`config.mk`:
```
export PLATFORM = sky130hd
export DESIGN_NAME = reg_file
export DESIGN_NICKNAME = d
export VERILOG_FILES = /design/src/cpu_pkg.sv /design/src/reg_file.sv
export SDC_FILE = /design/constraint.sdc
export NUM_CORES = 2
export LEC_CHECK = 0
export BUFFER_PORTS_ARGS = -buffer_cell sky130_fd_sc_hd__buf_2
export CAP_MARGIN = 40
export CELL_PAD_IN_SITES_DETAIL_PLACEMENT = 2
export CELL_PAD_IN_SITES_GLOBAL_PLACEMENT = 2
export CORE_ASPECT_RATIO = 0.8
export CORE_MARGIN = 3
export CORE_UTILIZATION = 45
export DETAILED_ROUTE_END_ITERATION = 7
export PLACE_DENSITY_LB_ADDON = 0.3
export SLEW_MARGIN = 20
export SYNTH_ARGS = -nofsm -noshare
export SYNTH_HDL_FRONTEND = slang
export SYNTH_SLANG_ARGS = --single-unit
```
`constraint.sdc`:
```
create_clock -name clk -period 2.15 [get_ports clk]
set_input_delay 0.1075 -clock clk [delete_from_list [all_inputs] [get_ports clk]]
set_output_delay 0.1075 -clock clk [all_outputs]
set_load 0.1 [all_outputs]
```
`src/cpu_pkg.sv`:
```
package cpu_pkg;

    // widths
    localparam int len_word     = 32;
    localparam int len_inst     = 32;
    localparam int len_reg_addr = 6;   // bit 5 selects the float bank
    localparam int len_opcode   = 7;
    localparam int len_func3    = 3;
    localparam int len_func7    = 7;
    localparam int num_regs     = 64;

    typedef logic [len_word-1:0]     word_t;
    typedef logic [len_inst-1:0]     inst_t;
    typedef logic [len_reg_addr-1:0] reg_addr_t;
    typedef logic [len_opcode-1:0]   opcode_t;
    typedef logic [len_func3-1:0]    func3_t;
    typedef logic [len_func7-1:0]    func7_t;

    // integer unit
    localparam opcode_t op_alu    = 7'b0110011;
    localparam opcode_t op_alui   = 7'b0010011;

    // upper immediate
    localparam opcode_t op_lui    = 7'b0110111;
    localparam opcode_t op_auipc  = 7'b0010111;

    // control transfer
    localparam opcode_t op_jal    = 7'b1101111;
    localparam opcode_t op_jalr   = 7'b1100111;
    localparam opcode_t op_branch = 7'b1100011;

    // loads and stores, integer then float
    localparam opcode_t op_meml   = 7'b0000011;
    localparam opcode_t op_mems   = 7'b0100011;
    localparam opcode_t op_fmeml  = 7'b0000111;
    localparam opcode_t op_fmems  = 7'b0100111;

    localparam opcode_t op_fpu    = 7'b1010011;

    // custom io opcodes
    localparam opcode_t op_input  = 7'b0001011;
    localparam opcode_t op_output = 7'b0101011;

endpackage

```
`src/reg_file.sv`:
```
`timescale 1ns/10ps

module reg_file (
    input  logic               clk,
    input  logic               arst_n,

    input  cpu_pkg::reg_addr_t rs1_addr,
    input  cpu_pkg::reg_addr_t rs2_addr,
    output cpu_pkg::word_t     rs1_data,
    output cpu_pkg::word_t     rs2_data,

    input  logic               wb_en,
    input  cpu_pkg::reg_addr_t wb_addr,
    input  cpu_pkg::word_t     wb_data
);
    import cpu_pkg::*;

    word_t regs [num_regs];
    logic  wr_ok;

    // x0 is not writable, f0 at 32 is
    assign wr_ok = wb_en & (wb_addr != '0);

    always_ff @(posedge clk or negedge arst_n) begin
        if (!arst_n) begin
            for (int i = 0; i < num_regs; i++) begin
                regs[i] <= '0;
            end
        end else if (wr_ok) begin
            regs[wb_addr] <= wb_data;
        end
    end

    // write-first reads
    assign rs1_data = (rs1_addr == '0)                     ? '0 :
                      (wr_ok && (wb_addr == rs1_addr))     ? wb_data :
                                                             regs[rs1_addr];

    assign rs2_data = (rs2_addr == '0)                     ? '0 :
                      (wr_ok && (wb_addr == rs2_addr))     ? wb_data :
                                                             regs[rs2_addr];

endmodule

```
======== Yosys cells after proc, flatten, opt, wreduce, memory -nomap -nowiden ========
Index checks and enable logic that the tools add are counted.
W data, S select, Z words.
word-level totals
  output and inout bits ................... 64
  flip-flop bits (word level) ............. 2048
cells by class
  bitwise logic cells ..................... 4
  order comparisons ....................... 4
  multiplexer cells ....................... 13
  equality and inequality tests ........... 2
  reduce and logical (&&, ||, !) cells .... 6
operators with widths
  kind                  count
  $bwmux W2048          1
  $bmux W32 S6          2
  $mux W32              9
  $demux W32 S6         1
  $ge A7 B7 Y1 const B  3
  $not A6 Y7            3
  $eq A6 B6 Y1          2
  $logic_not A6 Y1      2
  $lt A7 B1 Y1 const B  1
  $reduce_bool A6 Y1    1
  $logic_and A1 B1 Y1   3
  $and A1 B1 Y1         1

======== Depth between registers and ports, before layout ========
  depth in word-level cells ............... 6
  mapped depth ............................ 10
  depth with buffers taken out ............ 5

======== Worst setup path after synthesis ========
OpenSTA, ideal clock, no wires.
  kind .................................... input to output
  start ................................... input port rs1_addr[0]
  end ..................................... output port rs1_data[10]
  stages on the path ...................... 9
  slack ................................... -0.975 ns
  arrival ................................. 3.017 ns
  buffers on the path ..................... 4
  cells stage by stage .................... buf_2 buf_4 buf_2 buf_2 nand2b_1 o22ai_1 a211oi_1 nor4_2 a21oi_1
between the ends
  longest elaborated chain between the ends .. 6
  elaborated cells on any way between the ends .. 9
RTL lines
  element                                      RTL line        RTL
  start: declaration                           reg_file.sv:7   input cpu_pkg::reg_addr_t rs1_addr,
  $not A6 Y7 (implied by the code)             reg_file.sv:37  regs[rs1_addr];
  $bmux W32 S6                                 reg_file.sv:37
  $mux W32 (implied by the code) (2 in a row)  reg_file.sv:37
  $mux W32                                     reg_file.sv:36  (wr_ok && (wb_addr == rs1_addr)) ? wb_data :
  $mux W32 *                                   reg_file.sv:35  assign rs1_data = (rs1_addr == '0) ? '0 :
  end: declaration                             reg_file.sv:9   output cpu_pkg::word_t rs1_data,
Mark *: on every way between the ends. The rest lies on a longest branch, timed or not. The select of a mux whose other input is x is not followed.

======== Worst setup path after layout ========
  start ................................... register regs[1454] (netlist bit)
  end ..................................... output port rs2_data[14]
between the ends
  longest elaborated chain between the ends .. 5
RTL lines
  element                                      RTL line        RTL
  start: declaration                           reg_file.sv:18  word_t regs [num_regs];
  start signal: indexed assignment             reg_file.sv:30  regs[wb_addr] <= wb_data;
  $bmux W32 S6                                 reg_file.sv:41  regs[rs2_addr];
  $mux W32 (implied by the code) (2 in a row)  reg_file.sv:41
  $mux W32                                     reg_file.sv:40  (wr_ok && (wb_addr == rs2_addr)) ? wb_data :
  $mux W32                                     reg_file.sv:39  assign rs2_data = (rs2_addr == '0) ? '0 :
  end: declaration                             reg_file.sv:10  output cpu_pkg::word_t rs2_data,
Every way passes these cells. The select of a mux whose other input is x is not followed.

==> flow_summary.ini <==
[logic_synthesis]
syn-instance-count = 7609
synth.avg_cell_area_um2 = 14.5
yosys_warnings = 0
synth_edf_count = 0
synth_area_leader_cell = dfrtp_1
synth_top_cell_area_share = 0.465
syn_area_um2 = 110000
synth-seq-cells = 2048
synth_nets = 7662
async_reset_ff_frac = 1.00
ys_top_cells_by_area = dfrtp_1, mux2_2, mux4_2
synth.distinct_cells = 47
yosysSeqAreaShare = 0.465
dominantRegCellSynth = dfrtp_1

[critical_path]
ff2ff_path_depth = 2
worst-path-buf-inv = 3
cp-end-kind = primary output
worstPathCellList = mux2_2 > o22ai_1 > nor3_1 > buf_4 > nor4_4 > buf_4 > a21oi_4 > buf_12
cpMostUsedCell = buf_4
max_stage_delay_ps = 810
r2r_end = regs[1137]
startpoint_type = register
crit_required_ps = 2040
arrival_ps = 3770
critical_path.top_delay_family = simple AND/OR/NAND/NOR gates
cp_max_fo = 3
worstSetupPathType = reg -> out
r2r_slack_ps = 630
cp_slowest_cell = nor4_4
timing.rr.start = regs[1137]

[global_routing]
antenna_found_initial = 81
grt_max_degree = 111
overflow = 0
grt_pass1_vias = 104000
grt_pass1_wl_um = 911000
grt_use_total = 0.518

[routing]
wl_per_cell_um = 62.1
first_iter_violations = 17200
viasPerCell = 8.52
ant_nets = 0
drt_pass1_iterations = 8
num_vias = 103000
drt-total-wl_um = 748000
drc = 32

[clocking]
cts-root-buf = clkbuf_16
cts_buffers = 219
worstSkewPairLatency_ps = 1020
htree_levels = 4
clk_pin_slew_ps = 80
max-clock-path-buffers = 4
cts_tree = yes
cts.sinks = 2048

[timing]
slew_headroom = 0.0570
fmax_mhz = 258
setup_ws_ps = -1720
rsz0062_at_grt = true
setup_viol = 64
hold_violations = 0
slew_violations = 0
worst_clock_skew_ps = 0
worst_pin_slew_ps = 1400
period_share = 1.80
finalCriticalPeriod_ps = 3870

[placed_design]
dp_cells = 11400
place_congestion = 0.885
port_buffers = 116
hpwl_um = 336000
pre_cts_ws_ps = -933

[power_and_ir_drop]
irDropWorstVdd_mv = 0.909
power_leakage_nw = 62.1
power_density_nw_per_um2 = 912
power_mw = 128

[cells_and_area]
largest_reg_flops = 2048
layoutNonFillerInstCount = 12100
drive_gt1_frac = 0.637
top_regs = regs: 2048 flops
regMostFlops = regs
fill_cells = 20500
area_growth_pct = 27.0
final_nets = 8597

[die]
num_rows = 161
dieWidth_um = 559
ios = 117
die_area_um2 = 251000
initial_core_util = 0.455
die_h_um = 449
coreArea_um2 = 242000

[min_path]
min_path_type = in -> async

[status]
violations = DRC, setup timing
run_status = finished with violations

[job]
maxCapViolations = 0
## cell usage in the layout, fill, tap and decap left out, drive strengths merged, types with 97 or more instances in the layout
master,netlist,routed
a21oi,97,97
a22oi,122,122
buf,428,1544
clkbuf,440,316
dfrtp,2048,2048
mux2,2247,2247
mux2i,484,484
mux4,797,797
nand2,123,123
nor2,99,99
o21ai,106,106
o22ai,179,179
## routing by layer
layer	wire [µm]	vias up	track usage
met2	307000	13200	0.761
met4	104000	55	0.499
met1	226000	51800	0.569
met5	1410	-	0.00436
li1	-	31100	-
met3	110000	6538	0.201
## cell families after synthesis
family          synth area share
simple gates              0.0235
compound gates            0.0395
mux                        0.436
buf+inv                   0.0351
xor+xnor                0.000953
flops                      0.465
## synth_stat cells (all sizes together), types with 11 or more instances
master,number
nand2,123
and3,46
buf,428
a22o,19
inv,11
nor2,99
mux2,2247
a221oi,37
mux2i,484
a32o,11
nor2b,26
o31ai,20
nor4,76
a22oi,122
o21ai,106
nand3,17
dfrtp,2048
o211ai,32
a211oi,23
clkbuf,440
o22ai,179
nor3,50
a21oi,97
mux4,797
o2111ai,14
## tightest hold or removal path, delay by kind of cell
family,cells,cell delay (ps)
buf+inv,3,1300
## power breakdown
| part | total (mW) | switching [mW] | internal (mW) |
|---|---|---|---|
| registers | 51.0 | 7.47 | 43.5 |
| clock network | 44.5 | 21.4 | 23.1 |
| logic | 32.2 | 18.2 | 14.0 |
| total | 128 | 47.1 | 80.6 |
## through the flow
| step | instance area [µm²] | hold slack (ps) | setup TNS [ps] | utilization |
|---|---|---|---|---|
| after CTS | 138000 | 55.2 | -61360 | 0.570 |
| after global placement | 127000 | 88.0 | -34050 | 0.526 |
| after detailed placement | 127000 | 76.8 | -62780 | 0.526 |
| after floorplan | 111000 | -188 | -680 | - |
| final | 140000 | 86.3 | -80960 | 0.578 |
| after global routing | 140000 | 89.1 | -76340 | 0.578 |
## cell type report
class                   count  area [µm²]  share of cell area
clock buffers             314        6390              0.0456
clock inverters            75         941             0.00672
inverters                  11        41.3            0.000295
diodes                     79         198             0.00141
well taps                3260        4080              0.0291
flip-flops and latches   2048       51300               0.366
repair buffers           1582       17300               0.123
multi-input cells        4682       59800               0.427
## repair_timing
action / in CTS / in global routing
pin swaps: 146 / 82
endpoints found under the hold margin: 3071 / 0
buffers inserted: 114 / 72
hold buffers: 39 / 0
gates resized for setup: 422 / 254
endpoints found under the setup margin: 64 / 64
## how the worst max path moves through the flow
stage | slack, ps | cells after the start | endpoint | start
global placement | -860 | 9 | rs2_data[20] | rs2_addr[1]
global route | -2080 | 7 | rs2_data[24] | regs[568]
detailed placement | -930 | 10 | rs2_data[20] | rs2_addr[0]
finish | -1720 | 8 | rs2_data[14] | regs[1454]
floorplan | -30 | 8 | rs2_data[15] | rs2_addr[0]
CTS | -1210 | 8 | rs2_data[19] | regs[1843]
Power figures use the tool's default switching activity.
