==> src/cpu_pkg.sv <==
package cpu_pkg;

    // widths
    localparam int len_word     = 32;
    localparam int len_inst     = 32;
    localparam int len_reg_addr = 6;   // bit 5 selects the float bank
    localparam int len_opcode   = 7;
    localparam int len_func3    = 3;
    localparam int len_func7    = 7;
    localparam int num_regs     = 64;

    typedef logic [len_word-1:0]     word_t;
    typedef logic [len_inst-1:0]     inst_t;
    typedef logic [len_reg_addr-1:0] reg_addr_t;
    typedef logic [len_opcode-1:0]   opcode_t;
    typedef logic [len_func3-1:0]    func3_t;
    typedef logic [len_func7-1:0]    func7_t;

    // integer unit
    localparam opcode_t op_alu    = 7'b0110011;
    localparam opcode_t op_alui   = 7'b0010011;

    // upper immediate
    localparam opcode_t op_lui    = 7'b0110111;
    localparam opcode_t op_auipc  = 7'b0010111;

    // control transfer
    localparam opcode_t op_jal    = 7'b1101111;
    localparam opcode_t op_jalr   = 7'b1100111;
    localparam opcode_t op_branch = 7'b1100011;

    // loads and stores, integer then float
    localparam opcode_t op_meml   = 7'b0000011;
    localparam opcode_t op_mems   = 7'b0100011;
    localparam opcode_t op_fmeml  = 7'b0000111;
    localparam opcode_t op_fmems  = 7'b0100111;

    localparam opcode_t op_fpu    = 7'b1010011;

    // custom io opcodes
    localparam opcode_t op_input  = 7'b0001011;
    localparam opcode_t op_output = 7'b0101011;

endpackage

==> src/issue_reg.sv <==
`timescale 1ns/10ps

module issue_reg (
    input  logic               clk,
    input  logic               arst_n,
    input  logic               load,
    input  logic               stall,
    input  logic               flush,

    input  logic               alu,
    input  logic               alu_imm,
    input  logic               alu_ext,
    input  logic               fpu,
    input  logic               mem,
    input  logic               jump,
    input  logic               branch,
    input  logic               subst,
    input  logic               io,
    input  cpu_pkg::reg_addr_t a_rd,
    input  cpu_pkg::reg_addr_t rs1_addr,
    input  cpu_pkg::reg_addr_t rs2_addr,
    input  cpu_pkg::word_t     d_rs1,
    input  cpu_pkg::word_t     d_rs2,
    input  cpu_pkg::word_t     d_rs3,
    input  cpu_pkg::opcode_t   opcode,
    input  cpu_pkg::func3_t    func3,
    input  cpu_pkg::func7_t    func7,

    output logic               iss_valid,
    output logic               iss_alu,
    output logic               iss_alu_imm,
    output logic               iss_alu_ext,
    output logic               iss_fpu,
    output logic               iss_mem,
    output logic               iss_jump,
    output logic               iss_branch,
    output logic               iss_subst,
    output logic               iss_io,
    output cpu_pkg::reg_addr_t iss_a_rd,
    output cpu_pkg::reg_addr_t iss_rs1_addr,
    output cpu_pkg::reg_addr_t iss_rs2_addr,
    output cpu_pkg::word_t     iss_d_rs1,
    output cpu_pkg::word_t     iss_d_rs2,
    output cpu_pkg::word_t     iss_d_rs3,
    output cpu_pkg::opcode_t   iss_opcode,
    output cpu_pkg::func3_t    iss_func3,
    output cpu_pkg::func7_t    iss_func7
);

    logic capture;

    assign capture = load & ~stall & ~flush;  // flush wins

    always_ff @(posedge clk or negedge arst_n) begin
        if (!arst_n) begin
            iss_valid <= 1'b0;
        end else if (flush) begin
            iss_valid <= 1'b0;
        end else if (!stall) begin
            iss_valid <= load;  // bubble when nothing arrives
        end
    end

    // bundle held while stalled
    always_ff @(posedge clk or negedge arst_n) begin
        if (!arst_n) begin
            {iss_alu, iss_alu_imm, iss_alu_ext, iss_fpu, iss_mem} <= '0;
            {iss_jump, iss_branch, iss_subst, iss_io}             <= '0;
            {iss_a_rd, iss_rs1_addr, iss_rs2_addr}                <= '0;
            {iss_d_rs1, iss_d_rs2, iss_d_rs3}                     <= '0;
            {iss_opcode, iss_func3, iss_func7}                    <= '0;
        end else if (capture) begin
            {iss_alu, iss_alu_imm, iss_alu_ext, iss_fpu, iss_mem} <= {alu, alu_imm, alu_ext, fpu, mem};
            {iss_jump, iss_branch, iss_subst, iss_io}             <= {jump, branch, subst, io};
            {iss_a_rd, iss_rs1_addr, iss_rs2_addr}                <= {a_rd, rs1_addr, rs2_addr};
            {iss_d_rs1, iss_d_rs2, iss_d_rs3}                     <= {d_rs1, d_rs2, d_rs3};
            {iss_opcode, iss_func3, iss_func7}                    <= {opcode, func3, func7};
        end
    end

endmodule

==> config.mk <==
export PLATFORM = sky130hd
export DESIGN_NAME = issue_reg
export DESIGN_NICKNAME = d
export VERILOG_FILES = /design/src/cpu_pkg.sv /design/src/issue_reg.sv
export SDC_FILE = /design/constraint.sdc
export NUM_CORES = 1
export LEC_CHECK = 0
export BUFFER_PORTS_ARGS = -buffer_cell sky130_fd_sc_hd__buf_2
export CAP_MARGIN = 15
export CORE_UTILIZATION = 45
export CTS_CLUSTER_DIAMETER = 100
export DETAILED_ROUTE_END_ITERATION = 10
export PLACE_DENSITY = 0.9
export SETUP_SLACK_MARGIN = 0.2
export SYNTH_ARGS = -nofsm -noshare
export SYNTH_HDL_FRONTEND = slang
export SYNTH_SLANG_ARGS = --single-unit
==> constraint.sdc <==
create_clock -name clk -period 0.9 [get_ports clk]
set_input_delay 0.135 -clock clk [delete_from_list [all_inputs] [get_ports clk]]
set_output_delay 0.135 -clock clk [all_outputs]
set_load 0.02 [all_outputs]
Yosys cells after proc, flatten, opt, wreduce, memory -nomap -nowiden
Cells that the tools add are included.
- register bits after elaboration: 141
- bits of input ports: 145
- output and inout bits: 141
- logic and storage cells: 26
- eq/ne operators: 1
- muxes and demuxes: 2
- bitwise operators: 4
- operator list (cell ; count):
    AND 1 bit ; 2
    2-to-1 mux 1 bit ; 2
    != test 2 x 1 -> 1 bit, second input constant ; 1
    NOT 1 bit ; 2

Depth between registers and ports, before layout
- depth after elaboration: 3
- gate-level depth with buffers: 4
- gate-level depth less buffers: 2

Worst setup path after synthesis
Ideal clock, no wire load.
- path type: input to register
- start point: in stall
- end point: reg iss_d_rs1[0]
- library setup time: 127 ps
- data arrival time: 1066 ps
- required time: 773 ps
- path slack: -293 ps
- stages on the path: 4
- buffers on the path: 2
- path through: nor3b_2 > buf_4 > buf_6 > mux2_1
- cells in the longest elaborated chain, start to end: 3
- ends and longest elaborated chain (what ; RTL line ; RTL):
    start: declaration ; issue_reg.sv:7 ; input logic stall,
    NOT 1 bit ; issue_reg.sv:52 ; assign capture = load & ~stall & ~flush;
    AND 1 bit (2 in a row) ; issue_reg.sv:52 ;
    end signal: assignment ; issue_reg.sv:76 ; {iss_d_rs1, iss_d_rs2, iss_d_rs3} <= {d_rs1, d_rs2, d_rs3};
    end: declaration ; issue_reg.sv:42 ; output cpu_pkg::word_t iss_d_rs1,
No other way between the ends.
A chain may end at the register's enable or synchronous reset.

Worst setup path in the final report
- start point: reg iss_d_rs1[23]
- end point: out iss_d_rs1[23]
No word-level cell between the ends.

==> run_results.csv <==
group,metric,value,unit
outcome,violations,"hold timing, setup timing",
setup_path,crit_type,"reg -> out",
setup_path,slowest_delay,0.45,ns
synthesis,synth_seq_cells,141,
floorplan,die_height,110,microns
placed_design,portBuffers,285,
detailed_routing,ant_nets,0,
timing,whs,-0.0542,ns
synthesis,synthDominantCellAreaShare,66.9,%
floorplan,start_util,46.2,%
clocking,ctsLongestPathBuffers,2,
clocking,insertion_delay,0.42,ns
timing,fin_ws,-0.267,ns
clocking,cts_inserted_buffers,17,
setup_path,cp.required,0.76,ns
finish,fillers,347,
floorplan,io_pins,286,
synthesis,syn-mean-instance-area,17.6,sq um
floorplan,dieWidth,110,microns
power_and_ir_drop,p_leak,5.32,nW
timing,report.final.setup_viol,281,
power_and_ir_drop,powerDensity,2410,nW/um^2
floorplan,core-area,11400,sq um
clocking,htreeDepth,4,
detailed_routing,wire_per_inst,26.9,microns
timing,fin_crit,1.17,ns
detailed_routing,dr.pass1.iters,4,
min_path,hp-class,"in -> reg",
global_route,track_usage,33.1,%
synthesis,synthCells,299,
timing,worst_slew_pin_slew,0.211,ns
power_and_ir_drop,peakVddDrop,1820,uV
synthesis,ys_top_cells_by_area,"dfrtp_1, mux2_1, mux2_2",
clocking,cts.sinks,141,
detailed_routing,routed_wl,24000,microns
global_route,grt_max_degree,29,
global_route,grt-ovfl-total,0,
placed_design,pre_cts_ws,-0.522,ns
timing,grt_setup_unrepaired,"true",
finish,syn_to_final_growth,99.9,%
setup_path,worst-path-buf-inv,1,
timing,clock_skew,0,ns
global_route,antenna_found_initial,2,
global_route,grt_pass1_wl,28400,microns
synthesis,synth_cell_types,9,
setup_path,end_kind,"output port",
clocking,cts_hold_buffers,3,
detailed_routing,route.detailed.drc,0,
synthesis,synth_warnings,0,
clocking,cts_tree,"yes",
finish,final_cell_mix,"buf_6, buf_2, dfrtp_1, mux2_4, buf_4",
timing,slew_headroom,85.9,%
setup_path,slowest_stage,"dfrtp_1",
synthesis,synthesis.area,5270,sq um
detailed_routing,vias,4786,
finish,nets,881,
synthesis,yosysSeqAreaShare,66.9,%
outcome,outcome,"complete, but fails checks",
detailed_routing,vias_per_cell,5.36,
placed_design,placed_cell_area,6980,sq um
timing,drv_slew,0,
global_route,grt_pass1_vias,5112,
setup_path,start_kind,"flip-flop",
setup_path,worstPathArrival,1.03,ns
timing,clock.fmax,857,MHz
detailed_routing,initialDrtViolationCount,258,
setup_path,critical_path.cell_chain,"buf_6",
floorplan,rows,39,
floorplan,dieArea,12200,sq um
synthesis,synth_nets,444,
finish,layout_commonest_cell,"buf_6",
timing,post-route-period-util,130,%
setup_path,crit_fanout,2,
job,drv_cap,0,
setup_path,cp_top_family,"flip-flops",
clocking,path_clk_slew,0.06,ns
clocking,cts_root_buffer,"clkbuf_16",
finish,drive_gt1_share,80.4,%
timing,hold_viol,131,
synthesis,netlist.top_cell.by_area,"dfrtp_1",
placed_design,dpl.hpwl,9400,microns
finish,design_area,10500,sq um
placed_design,globalplace.congestion,0.724,
Yosys cell counts:
library cell,number
buf_2,4
buf_4,1
buf_6,10
dfrtp_1,141
mux2_1,100
mux2_2,40
mux2i_1,1
nor2_1,1
nor3b_2,1
report_power, final:
group | total (W) | switching, W | internal [W]
registers | 0.00877 | 0.00122 | 0.00755
logic | 0.00895 | 0.00362 | 0.00533
clock network | 0.00765 | 0.00291 | 0.00474
sequential cells by signal, indices dropped and copies added, names as in the netlist:
register,flops
iss_a_rd,6
iss_alu,1
iss_alu_ext,1
iss_alu_imm,1
iss_branch,1
iss_d_rs1,32
iss_d_rs2,32
iss_d_rs3,32
iss_fpu,1
iss_func3,3
iss_func7,7
iss_io,1
iss_jump,1
iss_mem,1
iss_opcode,7
iss_rs1_addr,6
iss_rs2_addr,6
iss_subst,1
iss_valid,1
stage by stage:
stage	utilization (%)	power, W	std cells	TNS (ns)
2_1_floorplan	-	0.0107	299	-30.18
3_3_place_gp	61.1	0.0126	734	-58.01
3_5_place_dp	61.1	0.0128	734	-63.04
4_1_cts	85.4	0.0233	826	-33.32
5_1_grt	92.3	0.0260	893	-46.20
6_report	92.3	0.0254	893	-41.20
path summary, 6_finish.rpt:
| path | from | end | slack [ns] | cells after the start |
|---|---|---|---|---|
| hold / removal | func7[5] | iss_func7[5]$_DFFE_PN0P_ | -0.05 | 2 |
| hold reg to reg | iss_d_rs1[3]$_DFFE_PN0P_ | iss_d_rs1[3]$_DFFE_PN0P_ | 0.54 | 1 |
| setup reg to reg | iss_d_rs1[19]$_DFFE_PN0P_ | iss_d_rs1[19]$_DFFE_PN0P_ | -0.19 | 3 |
| min in group asynchronous | arst_n | iss_d_rs2[7]$_DFFE_PN0P_ | 0.16 | 2 |
| max in group asynchronous | arst_n | iss_d_rs3[3]$_DFFE_PN0P_ | 0.30 | 3 |
| setup / recovery | iss_d_rs1[23]$_DFFE_PN0P_ | iss_d_rs1[23] | -0.27 | 1 |
routing by layer:
metal	GRT usage [%]	part of all wire, %	up-vias
met2	60.3	54	323
met5	0	0	-
li1	-	-	1939
met3	8.41	7.5	108
met4	18.9	5.8	0
met1	34.4	33	2416
cell type report:
cell class | count | area, sq um | area share, %
multi-input combinational | 143 | 2130 | 20.2
timing repair buffer | 433 | 4070 | 38.6
sequential | 141 | 3530 | 33.5
tap | 143 | 179 | 1.70
clock buffer | 23 | 498 | 4.73
antenna | 1 | 2.50 | 0.0238
clock inverter | 9 | 131 | 1.25
cell families (layout without fill, tap and decap cells):
family | Yosys count | count (layout) | synth area share [%]
muxes | 141 | 141 | 30.1
other | 0 | 1 | 0
and+or+nand+nor | 2 | 2 | 0.308
DFF | 141 | 141 | 66.9
buffers and inverters | 15 | 465 | 2.66
repair_timing:
item / 4_1_cts / 5_1_grt
endpoints found under the hold margin: 282 / 140
resized for setup: 450 / 67
setup buffers: 43 / 64
pin swaps: 0 / 1
setup endpoints to repair: 281 / 371
gates cloned: 14 / 2
No activity file was read; power rests on OpenSTA's default activity.
