==> config.mk <==
export PLATFORM = sky130hd
export DESIGN_NAME = decode
export DESIGN_NICKNAME = d
export VERILOG_FILES = /design/src/cpu_pkg.sv /design/src/decode.sv
export SDC_FILE = /design/constraint.sdc
export NUM_CORES = 1
export LEC_CHECK = 0
export BUFFER_PORTS_ARGS = -buffer_cell sky130_fd_sc_hd__buf_2
export CORE_MARGIN = 1
export CORE_UTILIZATION = 45
export DETAILED_ROUTE_END_ITERATION = 10
export PLACE_DENSITY_LB_ADDON = 0.1
export SYNTH_ARGS = -nofsm -noshare
export SYNTH_HDL_FRONTEND = slang
export SYNTH_SLANG_ARGS = --single-unit
==> constraint.sdc <==
create_clock -name vclk -period 8.7
set_input_delay 1.74 -clock vclk [all_inputs]
set_output_delay 1.74 -clock vclk [all_outputs]
set_load 0.01 [all_outputs]
==> src/cpu_pkg.sv <==
package cpu_pkg;

    // widths
    localparam int len_word     = 32;
    localparam int len_inst     = 32;
    localparam int len_reg_addr = 6;   // bit 5 selects the float bank
    localparam int len_opcode   = 7;
    localparam int len_func3    = 3;
    localparam int len_func7    = 7;
    localparam int num_regs     = 64;

    typedef logic [len_word-1:0]     word_t;
    typedef logic [len_inst-1:0]     inst_t;
    typedef logic [len_reg_addr-1:0] reg_addr_t;
    typedef logic [len_opcode-1:0]   opcode_t;
    typedef logic [len_func3-1:0]    func3_t;
    typedef logic [len_func7-1:0]    func7_t;

    // integer unit
    localparam opcode_t op_alu    = 7'b0110011;
    localparam opcode_t op_alui   = 7'b0010011;

    // upper immediate
    localparam opcode_t op_lui    = 7'b0110111;
    localparam opcode_t op_auipc  = 7'b0010111;

    // control transfer
    localparam opcode_t op_jal    = 7'b1101111;
    localparam opcode_t op_jalr   = 7'b1100111;
    localparam opcode_t op_branch = 7'b1100011;

    // loads and stores, integer then float
    localparam opcode_t op_meml   = 7'b0000011;
    localparam opcode_t op_mems   = 7'b0100011;
    localparam opcode_t op_fmeml  = 7'b0000111;
    localparam opcode_t op_fmems  = 7'b0100111;

    localparam opcode_t op_fpu    = 7'b1010011;

    // custom io opcodes
    localparam opcode_t op_input  = 7'b0001011;
    localparam opcode_t op_output = 7'b0101011;

endpackage

==> src/decode.sv <==
`timescale 1ns/10ps

module decode (
    input  cpu_pkg::inst_t     instr,
    input  cpu_pkg::word_t     pc,

    output cpu_pkg::reg_addr_t rs1_addr,
    output cpu_pkg::reg_addr_t rs2_addr,
    input  cpu_pkg::word_t     rs1_data,
    input  cpu_pkg::word_t     rs2_data,

    output logic               alu,
    output logic               alu_imm,
    output logic               alu_ext,
    output logic               fpu,
    output logic               mem,
    output logic               jump,
    output logic               branch,
    output logic               subst,
    output logic               io,

    output cpu_pkg::word_t     d_rs1,
    output cpu_pkg::word_t     d_rs2,
    output cpu_pkg::word_t     d_rs3,
    output cpu_pkg::reg_addr_t a_rd,

    output cpu_pkg::opcode_t   opcode,
    output cpu_pkg::func3_t    func3,
    output cpu_pkg::func7_t    func7
);
    import cpu_pkg::*;

    logic  float_op;
    logic  rs1_float;
    logic  rs2_float;
    logic  rd_float;
    logic  no_use_rd;
    logic  no_use_rs1;
    logic  no_use_rs2;
    word_t imm_i;
    word_t imm_s;
    word_t imm_b;
    word_t imm_j;
    word_t imm_u;

    // raw fields
    assign opcode = instr[6:0];
    assign func3  = instr[14:12];
    assign func7  = instr[31:25];

    // unit classification
    assign alu    = (opcode == op_alu) | (opcode == op_alui);
    assign fpu    = (opcode == op_fpu);
    assign mem    = (opcode == op_meml)  | (opcode == op_mems)
                  | (opcode == op_fmeml) | (opcode == op_fmems);
    assign jump   = (opcode == op_jal) | (opcode == op_jalr);
    assign branch = (opcode == op_branch);
    assign subst  = (opcode == op_lui) | (opcode == op_auipc);
    assign io     = (opcode == op_input) | (opcode == op_output);

    assign alu_imm = (opcode == op_alui);
    assign alu_ext = (opcode == op_alu) & func7[0];  // mul/div group

    // float bank selection
    assign float_op = fpu
                    | (opcode == op_fmeml)
                    | (opcode == op_fmems)
                    | (io & func7[5]);

    // compare/convert ops move between banks, func7[6] with func7[4:3]
    assign rs1_float = float_op & ~mem
                     & (~func7[6] | (func7[3] ^ func7[4]) | io);
    assign rs2_float = float_op;
    assign rd_float  = float_op
                     & (~func7[6] | ~(func7[3] ^ func7[4]) | io);

    // operands that the opcode does not read or write
    assign no_use_rd  = (opcode == op_mems)
                      | (opcode == op_fmems)
                      | (opcode == op_output)
                      | (opcode == op_branch);
    assign no_use_rs1 = (opcode == op_lui)
                      | (opcode == op_auipc)
                      | (opcode == op_jal)
                      | (opcode == op_input);
    assign no_use_rs2 = ~((opcode == op_alu)
                      | (opcode == op_branch)
                      | (opcode == op_mems)
                      | (opcode == op_fmems)
                      | (fpu & ~func7[5]));  // single-source fpu ops

    assign a_rd     = no_use_rd  ? '0 : {rd_float, instr[11:7]};
    assign rs1_addr = no_use_rs1 ? '0 : {rs1_float, instr[19:15]};
    assign rs2_addr = no_use_rs2 ? '0 : {rs2_float, instr[24:20]};

    // sign extended immediates
    assign imm_i = {{(len_word-12){instr[31]}}, instr[31:20]};
    assign imm_s = {{(len_word-12){instr[31]}}, instr[31:25], instr[11:7]};
    assign imm_b = {{(len_word-13){instr[31]}}, instr[31], instr[7],
                    instr[30:25], instr[11:8], 1'b0};
    assign imm_j = {{(len_word-21){instr[31]}}, instr[31], instr[19:12],
                    instr[20], instr[30:21], 1'b0};
    assign imm_u = {instr[31:12], 12'b0};

    // address sum or jump target
    always_comb begin
        case (opcode)
            op_meml,
            op_fmeml,
            op_jalr:  d_rs1 = rs1_data + imm_i;
            op_mems,
            op_fmems: d_rs1 = rs1_data + imm_s;
            op_jal:   d_rs1 = pc + imm_j;
            default:  d_rs1 = rs1_data;
        endcase
    end

    assign d_rs2 = alu_imm ? imm_i : rs2_data;

    // immediate or pc relative target
    always_comb begin
        case (opcode)
            op_mems,
            op_fmems:  d_rs3 = imm_s;
            op_branch: d_rs3 = pc + imm_b;
            op_jal:    d_rs3 = pc + imm_j;
            op_lui:    d_rs3 = imm_u;
            op_auipc:  d_rs3 = pc + imm_u;
            default:   d_rs3 = imm_i;
        endcase
    end

endmodule

* Yosys cells after proc, flatten, opt, wreduce, memory -nomap -nowiden
Cells that the tools add are included.
Word-level totals: output and inout port bits 140, input port bits 128, word-level logic and storage cells 61, flip-flop bits (word level) 0
Cells by class: bitwise operators 34, equality and inequality tests 14, multiplexer cells 6, add/subtract/negate cells 5, reduce and logical (&&, ||, !) cells 2
Operators by type and width (number):
- adder 32 bit | 5
- case mux 32 bit (5 select lines) | 1
- case mux 32 bit (3 select lines) | 1
- equality test 7 x 6 -> 1 bit (second input constant) | 5
- 2-to-1 mux 32 bit | 1
- equality test 7 bit (second input constant) | 4
- OR 1 bit | 23
- 2-to-1 mux 6 bit | 3
- equality test 7 x 5 -> 1 bit (second input constant) | 2
- equality test 7 x 2 -> 1 bit (second input constant) | 1
- equality test 7 x 3 -> 1 bit (second input constant) | 1
- equality test 7 x 4 -> 1 bit (second input constant) | 1
- AND 1 bit | 6
- NOT 1 bit | 4
- OR reduction 3 bit | 1
- OR reduction 2 bit | 1
- XOR 1 bit | 1

* Logic depth before layout (Yosys ltp)
Gate-level depths: netlist of the first run.
depth after elaboration 8, gate-level depth with buffers 19, mapped depth without buffers 18

* Least setup slack after synthesis of the first run
OpenSTA, ideal clock, no wires.
kind input to output, start point input port instr[1], end point output port d_rs1[23], arrival time 5.353 ns, path buffers 1, required time 6.960 ns, stages 17, path slack 1.607 ns, path through nand2_1 -> or2_2 -> nor3_1 -> and2_0 -> clkbuf_1 -> nand2_1 -> nand2_1 -> ha_1 -> a211oi_1 -> o21ai_0 -> o211ai_1 -> o311ai_0 -> o21a_1 -> o21ai_0 -> nand2b_1 -> xnor2_1 -> o311ai_0
Between the ends: cells in the longest elaborated chain, start to end 3, elaborated cells on any way between the ends 9, classes of those cells eq/ne (6); mux (1); reduce/logical (2)
Ends and longest elaborated chain:
- start, declared | line decode.sv:4 | input cpu_pkg::inst_t instr,
- equality test 7 x 2 -> 1 bit, or another cell as far along | line decode.sv:107 | case (opcode)
- OR reduction 3 bit / OR reduction 2 bit (equally long branches) | line decode.sv:107
- case mux 32 bit (3 select lines) * | line decode.sv:107
- end, declared | line decode.sv:22 | output cpu_pkg::word_t d_rs1,
Every way passes the cells marked *; elsewhere a longest branch is shown, timed or not.

* Worst setup path after layout of the first run
start point input port instr[3], end point output port d_rs1[28]
The elaborated chain is that of the path after synthesis.

==> results of run 1 <==
where the power goes:
part           internal (W)  switching (W)
registers                 0              0
logic              0.000244       0.000350
clock network             0              0
metrics by stage:
step,util [%],total power [W]
final,55.5,0.000594
after global routing,55.5,0.000647
after CTS,55.5,0.000585
after detailed placement,55.5,0.000582
after global placement,55.5,0.000579
after floorplan,-,0.000416
how the worst max path moves through the flow:
| stage | endpoint | slack [ps] | depth (start not counted) |
|---|---|---|---|
| 2_1_floorplan | d_rs1[23] | 1610 | 17 |
| 3_3_place_gp | d_rs1[28] | 1240 | 20 |
| 3_5_place_dp | d_rs1[28] | 1160 | 20 |
| 4_1_cts | d_rs1[28] | 1160 | 20 |
| 5_1_grt | d_rs1[23] | 820 | 18 |
| 6_report | d_rs1[28] | 1090 | 20 |
cell usage after synthesis, types with 9 or more instances:
| master | number |
|---|---|
| inv_1 | 37 |
| o21a_1 | 10 |
| clkbuf_1 | 43 |
| xnor2_1 | 47 |
| ha_1 | 85 |
| a31oi_1 | 11 |
| and2_1 | 19 |
| nor2b_1 | 11 |
| nand2_1 | 139 |
| a22oi_1 | 12 |
| nor3_1 | 29 |
| mux2i_1 | 13 |
| o211ai_1 | 28 |
| nand3_1 | 19 |
| a221o_1 | 10 |
| a211oi_1 | 13 |
| nand2b_1 | 13 |
| xor2_1 | 37 |
| buf_4 | 24 |
| a21oi_1 | 99 |
| o21ai_0 | 64 |
| nor2_1 | 71 |
| a21o_1 | 62 |
| and3_1 | 10 |
| o21bai_1 | 14 |
| or2_2 | 9 |
| nand4_1 | 9 |
logic make-up after synthesis:
logic type,count (synthesis),share of synthesized area (%)
xor gates and xnor gates,84,10.2
AOI/OAI and AO/OA,424,41.7
and+or+nand+nor,353,22.8
muxes,14,1.95
buffers and inverters,114,7.40
adders and majority gates,90,15.9
placed cells by master, fill, tap and decap left out, types with 7 or more instances in the layout:
master and count:
a221oi_1 8, nand4_1 9, o2111ai_1 7, xnor2_1 47, a221o_1 10, and3_1 10
nand3_1 19, mux2i_1 13, ha_1 85, nand2b_1 13, o21ai_0 64, and2_1 19
inv_1 37, nor3_1 29, a21o_1 62, a211oi_1 13, nor2_1 70, or2_2 9
xor2_1 37, nor2b_1 11, o21bai_1 14, o211ai_1 28, a22oi_1 12, a31oi_1 11
a21oi_1 99, buf_4 14, o31ai_1 8, o221ai_1 7, buf_2 268, o21a_1 10
nand2_1 139
layout make-up:
type / instances / share of cell area [%]
Multi-Input combinational cell: 965 / 78.3
Timing Repair Buffer: 282 / 16.9
Tap cell: 211 / 3.08
Inverter: 39 / 1.77
per-layer routing:
layer / share of wire, % / vias up / global-route usage, %
li1: - / 4444 / -
met1: 45 / 4267 / 47.5
met2: 44 / 420 / 54.2
met3: 7.6 / 44 / 2.54
met4: 2.7 / 0 / 8.37
met5: 0 / - / 0
critical path, stage by stage:
cell and delay (ps):
buf_2 250, or2_2 400, nor3_1 150, buf_4 180
and2_0 370, nand2_1 130, nand2_1 90, ha_1 180
inv_1 60, fa_1 390, nand2b_1 180, a21oi_1 200
nor3_1 90, o21ai_0 250, nand2_1 210, o2111ai_1 300
and2_1 220, mux2i_1 190, a32oi_1 90, buf_2 180
==> results.toml, run 1 <==
[global_route]
grt_pass1_wl_mm = 43.5
grt_start_max_net_pins = 47
number_of_global_route_vias_before_repair = 8027
grt_antenna_before_repair = 0
grt_overflow_total = 0
grt.total_usage_pct = 33.4

[synth]
synth_seq_area_share_pct = 0
post-synth-top-area-cell = "ha_1"
syn_avg_cell_area_um2 = 6.71
synthesis.yosys.warnings = 0
synth_top_cell_area_share_pct = 14.7
synthesis.area_um2 = 7240
synth_cell_types = 86
synth.net_count = 1296
ys_top_cells_by_area = "ha_1 (15%), nand2_1 (7.2%), a21oi_1 (6.8%), a21o_1 (6.4%), xnor2_1 (5.7%)"
synth_cells = 1079

[setup_path]
critPathRequiredTime_ps = 6960
worst-setup-path-type = "in -> out"
startpoint_type = "input pin"
critPathMaxFanout = 23
worst_setup_path_end_kind = "primary output"
critical_path_arrival_ps = 5870
setup.worst_path.start = "instr[3]"

[pwr]
ir_worst_vdd_v = 0.0000318
pwr_density_cell_nw_per_um2 = 69.3
p_leak_nw = 4.25

[finish]
multiInputGateArea_um2 = 6700
final_design_area_no_fill_um2 = 8560
flip_flop_and_latch_area_um2 = 0
design.seq.count = 0
layout-area-overhead-vs-synth_pct = 18.4
post_route_cells_drive_above_1_share_pct = 24.8
finish.net_count = 1505
final_cells = 1497
nClkBuffers = 0
diodes = 0
filler_cell_count = 1621

[route]
antenna_left = 0
wl_mm = 28.8
wire_per_inst_um = 19.3
detail_route.drc_violations = 0
vias_per_instance = 6.13
first_iter_violations = 805
drt_first_pass_iters = 5
num_vias = 9175

[floorplan]
floorplan.die.height_um = 129
floorplan.die_area_um2 = 16600
num_rows = 45
floorplan.io_pins = 268
die-width_um = 129
core_area_um2 = 15400
floorplan.initialDensity_pct = 46.9

[min_path]
timing.hold.worst_endpoint = "opcode[0]"
hold_path_startpoint = "instr[0]"
min_path_cells = 2
min_path_type = "in -> out"

[timing]
timing.final.max_slew_violations = 0
setup_viol = 0
relative_slew_margins_pct = 31.6
timing.fmax_mhz = 131
hold_violations = 0
worst-slew-pin-transition_ps = 1020
part_of_the_cycle_the_worst_path_needs_pct = 87.5
setup_repair_after_global_routing_missed_its_margin = "false"
totalNegativeSetupSlack_ps = 0
timing.hold.ws_ps = 3700
period_needed_ps = 7610
fin_ws_ps = 1090

[placement]
detailed_place_hpwl_mm = 23.1
placement.setup.worst_slack_ps = 1160
area_post_placement_um2 = 8560
numPortBuffers = 268
placed_cells_incl_taps = 1497
gp_congestion = 0.946

[clock_tree]
post_cts_hold_buffer_count = 0
cts_setup_buffers = 0
post_cts_resized = 0

[run_status]
status = "complete, no violations"

[job]
maxCapViolations = 0
Power figures use the tool's default switching activity.
==> inputs of run 2 (changes only) <==
--- a/config.mk
+++ b/config.mk
@@ -5,10 +5,10 @@
 export SDC_FILE = /design/constraint.sdc
 export NUM_CORES = 1
 export LEC_CHECK = 0
-export BUFFER_PORTS_ARGS = -buffer_cell sky130_fd_sc_hd__buf_2
 export CORE_MARGIN = 1
 export CORE_UTILIZATION = 45
 export DETAILED_ROUTE_END_ITERATION = 10
+export DONT_BUFFER_PORTS = 1
 export PLACE_DENSITY_LB_ADDON = 0.1
 export SYNTH_ARGS = -nofsm -noshare
 export SYNTH_HDL_FRONTEND = slang
==> results.toml, run 2 (same netlist as run 1, synthesis figures left out) <==
[run_status]
status = "complete, no violations"

[floorplan]
die-width_um = 129
floorplan.io_pins = 268
core_area_um2 = 15400
num_rows = 45
floorplan.die_area_um2 = 16600
floorplan.initialDensity_pct = 46.9
floorplan.die.height_um = 129

[setup_path]
critical_path_arrival_ps = 5750
worst_path_max_delay_cell = "o311ai_0"
critical_path_buf_inv_count = 2
cpPeakStageDelay_ps = 390
critical_path_cell_count = 18
worst-setup-path-type = "in -> out"
worst_setup_path_end_kind = "primary output"
startpoint_type = "input pin"
critPathRequiredTime_ps = 6960
critPathMaxFanout = 8
setup.worst_path.start = "instr[1]"
crit_chain = "nand2_1 -> or2_2 -> nor3_1 -> buf_4 -> and2_0 -> nand2_1 -> nand2_1 -> ha_1 -> a211oi_1 -> o21ai_0 -> o211ai_1 -> o311ai_0 -> o21a_1 -> o21ai_0 -> nand2b_1 -> xnor2_1 -> o311ai_0 -> buf_4"
worst_path_most_repeated_cell = "nand2_1"
crit_path_end = "d_rs1[23]"
worst_path_dominant_cell_family = "compound AO/OA/AOI/OAI gates"

[clock_tree]
post_cts_hold_buffer_count = 0
post_cts_resized = 0
cts_setup_buffers = 0

[finish]
final_design_area_no_fill_um2 = 7200
filler_cell_count = 1691
design.seq.count = 0
flip_flop_and_latch_area_um2 = 0
nClkBuffers = 0
post_route_cells_drive_above_1_share_pct = 4.64
final_common_cell = "nand2_1"
layout-area-overhead-vs-synth_pct = -0.519
layout.cells.most_common_list = "nand2_1 (139), a21oi_1 (99), ha_1 (85)"
finish.net_count = 1233
diodes = 0

[timing]
relative_slew_margins_pct = 28.5
worst-slew-pin-transition_ps = 1070
timing.final.max_slew_violations = 0
part_of_the_cycle_the_worst_path_needs_pct = 86.1
period_needed_ps = 7490
timing.fmax_mhz = 134
fin_ws_ps = 1210
setup_viol = 0
totalNegativeSetupSlack_ps = 0
hold_violations = 0
setup_repair_after_global_routing_missed_its_margin = "false"

[route]
antenna_left = 0
wire_per_inst_um = 22.7
wl_mm = 27.8
vias_per_instance = 6.61
detail_route.drc_violations = 0
first_iter_violations = 761
num_vias = 8092
drt_first_pass_iters = 9

[placement]
area_post_placement_um2 = 7200
detailed_place_hpwl_mm = 22.2
placement.setup.worst_slack_ps = 1320
numPortBuffers = 0
gp_congestion = 0.900

[pwr]
ir_worst_vdd_v = 0.0000352
p_leak_nw = 3.15
totalPowerFinal_w = 0.000499
pwr_density_cell_nw_per_um2 = 69.4

[global_route]
number_of_global_route_vias_before_repair = 7172
grt_overflow_total = 0
grt_antenna_before_repair = 0
grt_start_max_net_pins = 50
grt_pass1_wl_mm = 40.6
grt.total_usage_pct = 31.6

[min_path]
min_path_type = "in -> out"

[job]
maxCapViolations = 0
-- run 2: changes by cell type in the layout (fill, tap and decap cells not counted) --
cell,change
buf_4,-4
nor2_4,+1
buf_2,-268
nor2_2,-1
-- run 2: cell type report --
cell class                 instances  area, um^2  area share [%]
inverter                          39         151            2.10
timing repair buffer              10        75.1            1.04
tap                              211         264            3.67
multi-input combinational        965        6710            93.2
-- run 2: worst min path at each step --
stage               from        end  slack [ps]  cells after the start
6_report       instr[14]   func3[2]        3480                      0
5_1_grt        instr[14]   func3[2]        3480                      0
2_1_floorplan  instr[12]   func3[0]        3570                      1
3_3_place_gp    instr[1]  opcode[1]        3480                      0
3_5_place_dp    instr[1]  opcode[1]        3480                      0
4_1_cts         instr[1]  opcode[1]        3480                      0
-- run 2: per-stage QoR --
step / std cells / util (%) / hold slack (ps)
4_1_cts: 1225 / 46.7 / 3480
3_5_place_dp: 1225 / 46.7 / 3480
5_1_grt: 1225 / 46.7 / 3480
2_1_floorplan: 1079 / - / 3570
6_report: 1225 / 46.7 / 3480
3_3_place_gp: 1225 / 46.7 / 3480
-- run 2: report_power, final --
| group | leakage [nW] | switching, W | internal, W | total, W |
|---|---|---|---|---|
| Sequential | 0 | 0 | 0 | 0 |
| Combinational | 3.15 | 0.000299 | 0.000201 | 0.000499 |
| Clock | 0 | 0 | 0 | 0 |
| Total | 3.15 | 0.000299 | 0.000201 | 0.000499 |
-- run 2: metal layers --
metal	global-route usage [%]	share of wire, %	wire [um]
met5	0	0	0
met4	4.91	1.7	486
met3	5.41	9.4	2620
met2	51.1	44	12200
met1	44.4	45	12500
==> inputs of run 3 (changes only) <==
--- a/config.mk
+++ b/config.mk
@@ -10,6 +10,7 @@
 export DETAILED_ROUTE_END_ITERATION = 10
 export DONT_BUFFER_PORTS = 1
 export PLACE_DENSITY_LB_ADDON = 0.1
+export REMOVE_ABC_BUFFERS = 1
 export SYNTH_ARGS = -nofsm -noshare
 export SYNTH_HDL_FRONTEND = slang
 export SYNTH_SLANG_ARGS = --single-unit
==> results.toml, run 3 (same netlist as run 1, synthesis figures left out) <==
[pwr]
ir_worst_vdd_v = 0.0000367
pwr_density_cell_nw_per_um2 = 70.2
p_leak_nw = 3.14

[route]
num_vias = 8169
vias_per_instance = 6.68
antenna_left = 0
wire_per_inst_um = 23.8
wl_mm = 29.1
first_iter_violations = 959
detail_route.drc_violations = 0
drt_first_pass_iters = 6

[clock_tree]
cts_setup_buffers = 0
post_cts_hold_buffer_count = 0
post_cts_resized = 0

[timing]
setup_viol = 0
timing.final.max_slew_violations = 0
totalNegativeSetupSlack_ps = 0
hold_violations = 0
worst-slew-pin-transition_ps = 1200
relative_slew_margins_pct = 19.6
period_needed_ps = 7420
fin_ws_ps = 1280
timing.fmax_mhz = 135
setup_repair_after_global_routing_missed_its_margin = "false"
part_of_the_cycle_the_worst_path_needs_pct = 85.3

[finish]
design.seq.count = 0
flip_flop_and_latch_area_um2 = 0
final_cells = 1223
finish.net_count = 1230
layout.cells.most_common_list = "nand2_1 (139), a21oi_1 (99), ha_1 (85)"
filler_cell_count = 1682
post_route_cells_drive_above_1_share_pct = 4.35
nClkBuffers = 0
layout-area-overhead-vs-synth_pct = -0.796
finalCoreUtilization_pct = 46.5
final_common_cell = "nand2_1"

[floorplan]
die-width_um = 129
floorplan.die_area_um2 = 16600
floorplan.io_pins = 268
num_rows = 45
floorplan.initialDensity_pct = 46.9
core_area_um2 = 15400
floorplan.die.height_um = 129

[setup_path]
cpPeakStageDelay_ps = 520
worst-setup-path-type = "in -> out"
worst_setup_path_end_kind = "primary output"
critPathMaxFanout = 8
critPathRequiredTime_ps = 6960
worst_path_max_delay_cell = "o21ai_0"
worst_path_dominant_cell_family = "compound AO/OA/AOI/OAI gates"
critical_path_arrival_ps = 5680
critical_path_buf_inv_count = 1
crit_chain = "nand2_1 -> or2_2 -> nor3_1 -> buf_4 -> and2_0 -> o21ai_0 -> ha_1 -> o211ai_1 -> o21ai_0 -> o2111ai_1 -> a21oi_1 -> o21bai_1 -> a211oi_1 -> o211ai_1 -> nor3b_1 -> o31ai_1"
startpoint_type = "input pin"

[placement]
numPortBuffers = 0
placement.setup.worst_slack_ps = 1340
gp_congestion = 0.985
detailed_place_hpwl_mm = 23.3
placed_cells_incl_taps = 1222

[global_route]
grt_start_max_net_pins = 50
number_of_global_route_vias_before_repair = 7260
grt_overflow_total = 0
grt.total_usage_pct = 33.2
grt_antenna_before_repair = 1
grt_pass1_wl_mm = 42.4

[job]
maxCapViolations = 0

[min_path]
min_path_type = "in -> out"

[run_status]
status = "complete, no violations"
## run 3: cell count changes in the layout (fill, tap and decap cells not counted)
| cell | before | now |
|---|---|---|
| buf_4 | 10 | 7 |
| diode_2 | 0 | 1 |
## run 3: layer usage
layer,global-route usage (%),wire [um]
met1,42.7,12100
met2,56.5,13300
met3,6.15,2960
met4,9.00,862
met5,0,0
## run 3: layout make-up
type                       instances  area [um^2]  share of cell area (%)
timing repair buffer               7         52.6                   0.732
antenna                            1         2.50                  0.0349
multi-input combinational        965         6710                    93.4
tap                              211          264                    3.68
inverter                          39          151                    2.11
## run 3: where the power goes
group | switching, W | total (W) | internal [W]
clock network | 0 | 0.0000000000154 | 0.0000000000154
logic | 0.000303 | 0.000504 | 0.000200
registers | 0 | 0 | 0
## run 3: final timing paths
path	cells past startpoint	slack [ps]	startpoint	to
max	16	1280	instr[1]	d_rs1[19]
min	0	3480	instr[12]	func3[0]
## run 3: stage by stage
stage                     hold WS, ps  total power [W]  area, um^2
after floorplan                  3480         0.000398        6850
after global placement           3480         0.000492        7180
after detailed placement         3480         0.000492        7180
after CTS                        3480         0.000495        7180
after global routing             3480         0.000550        7180
final                            3480         0.000504        7180
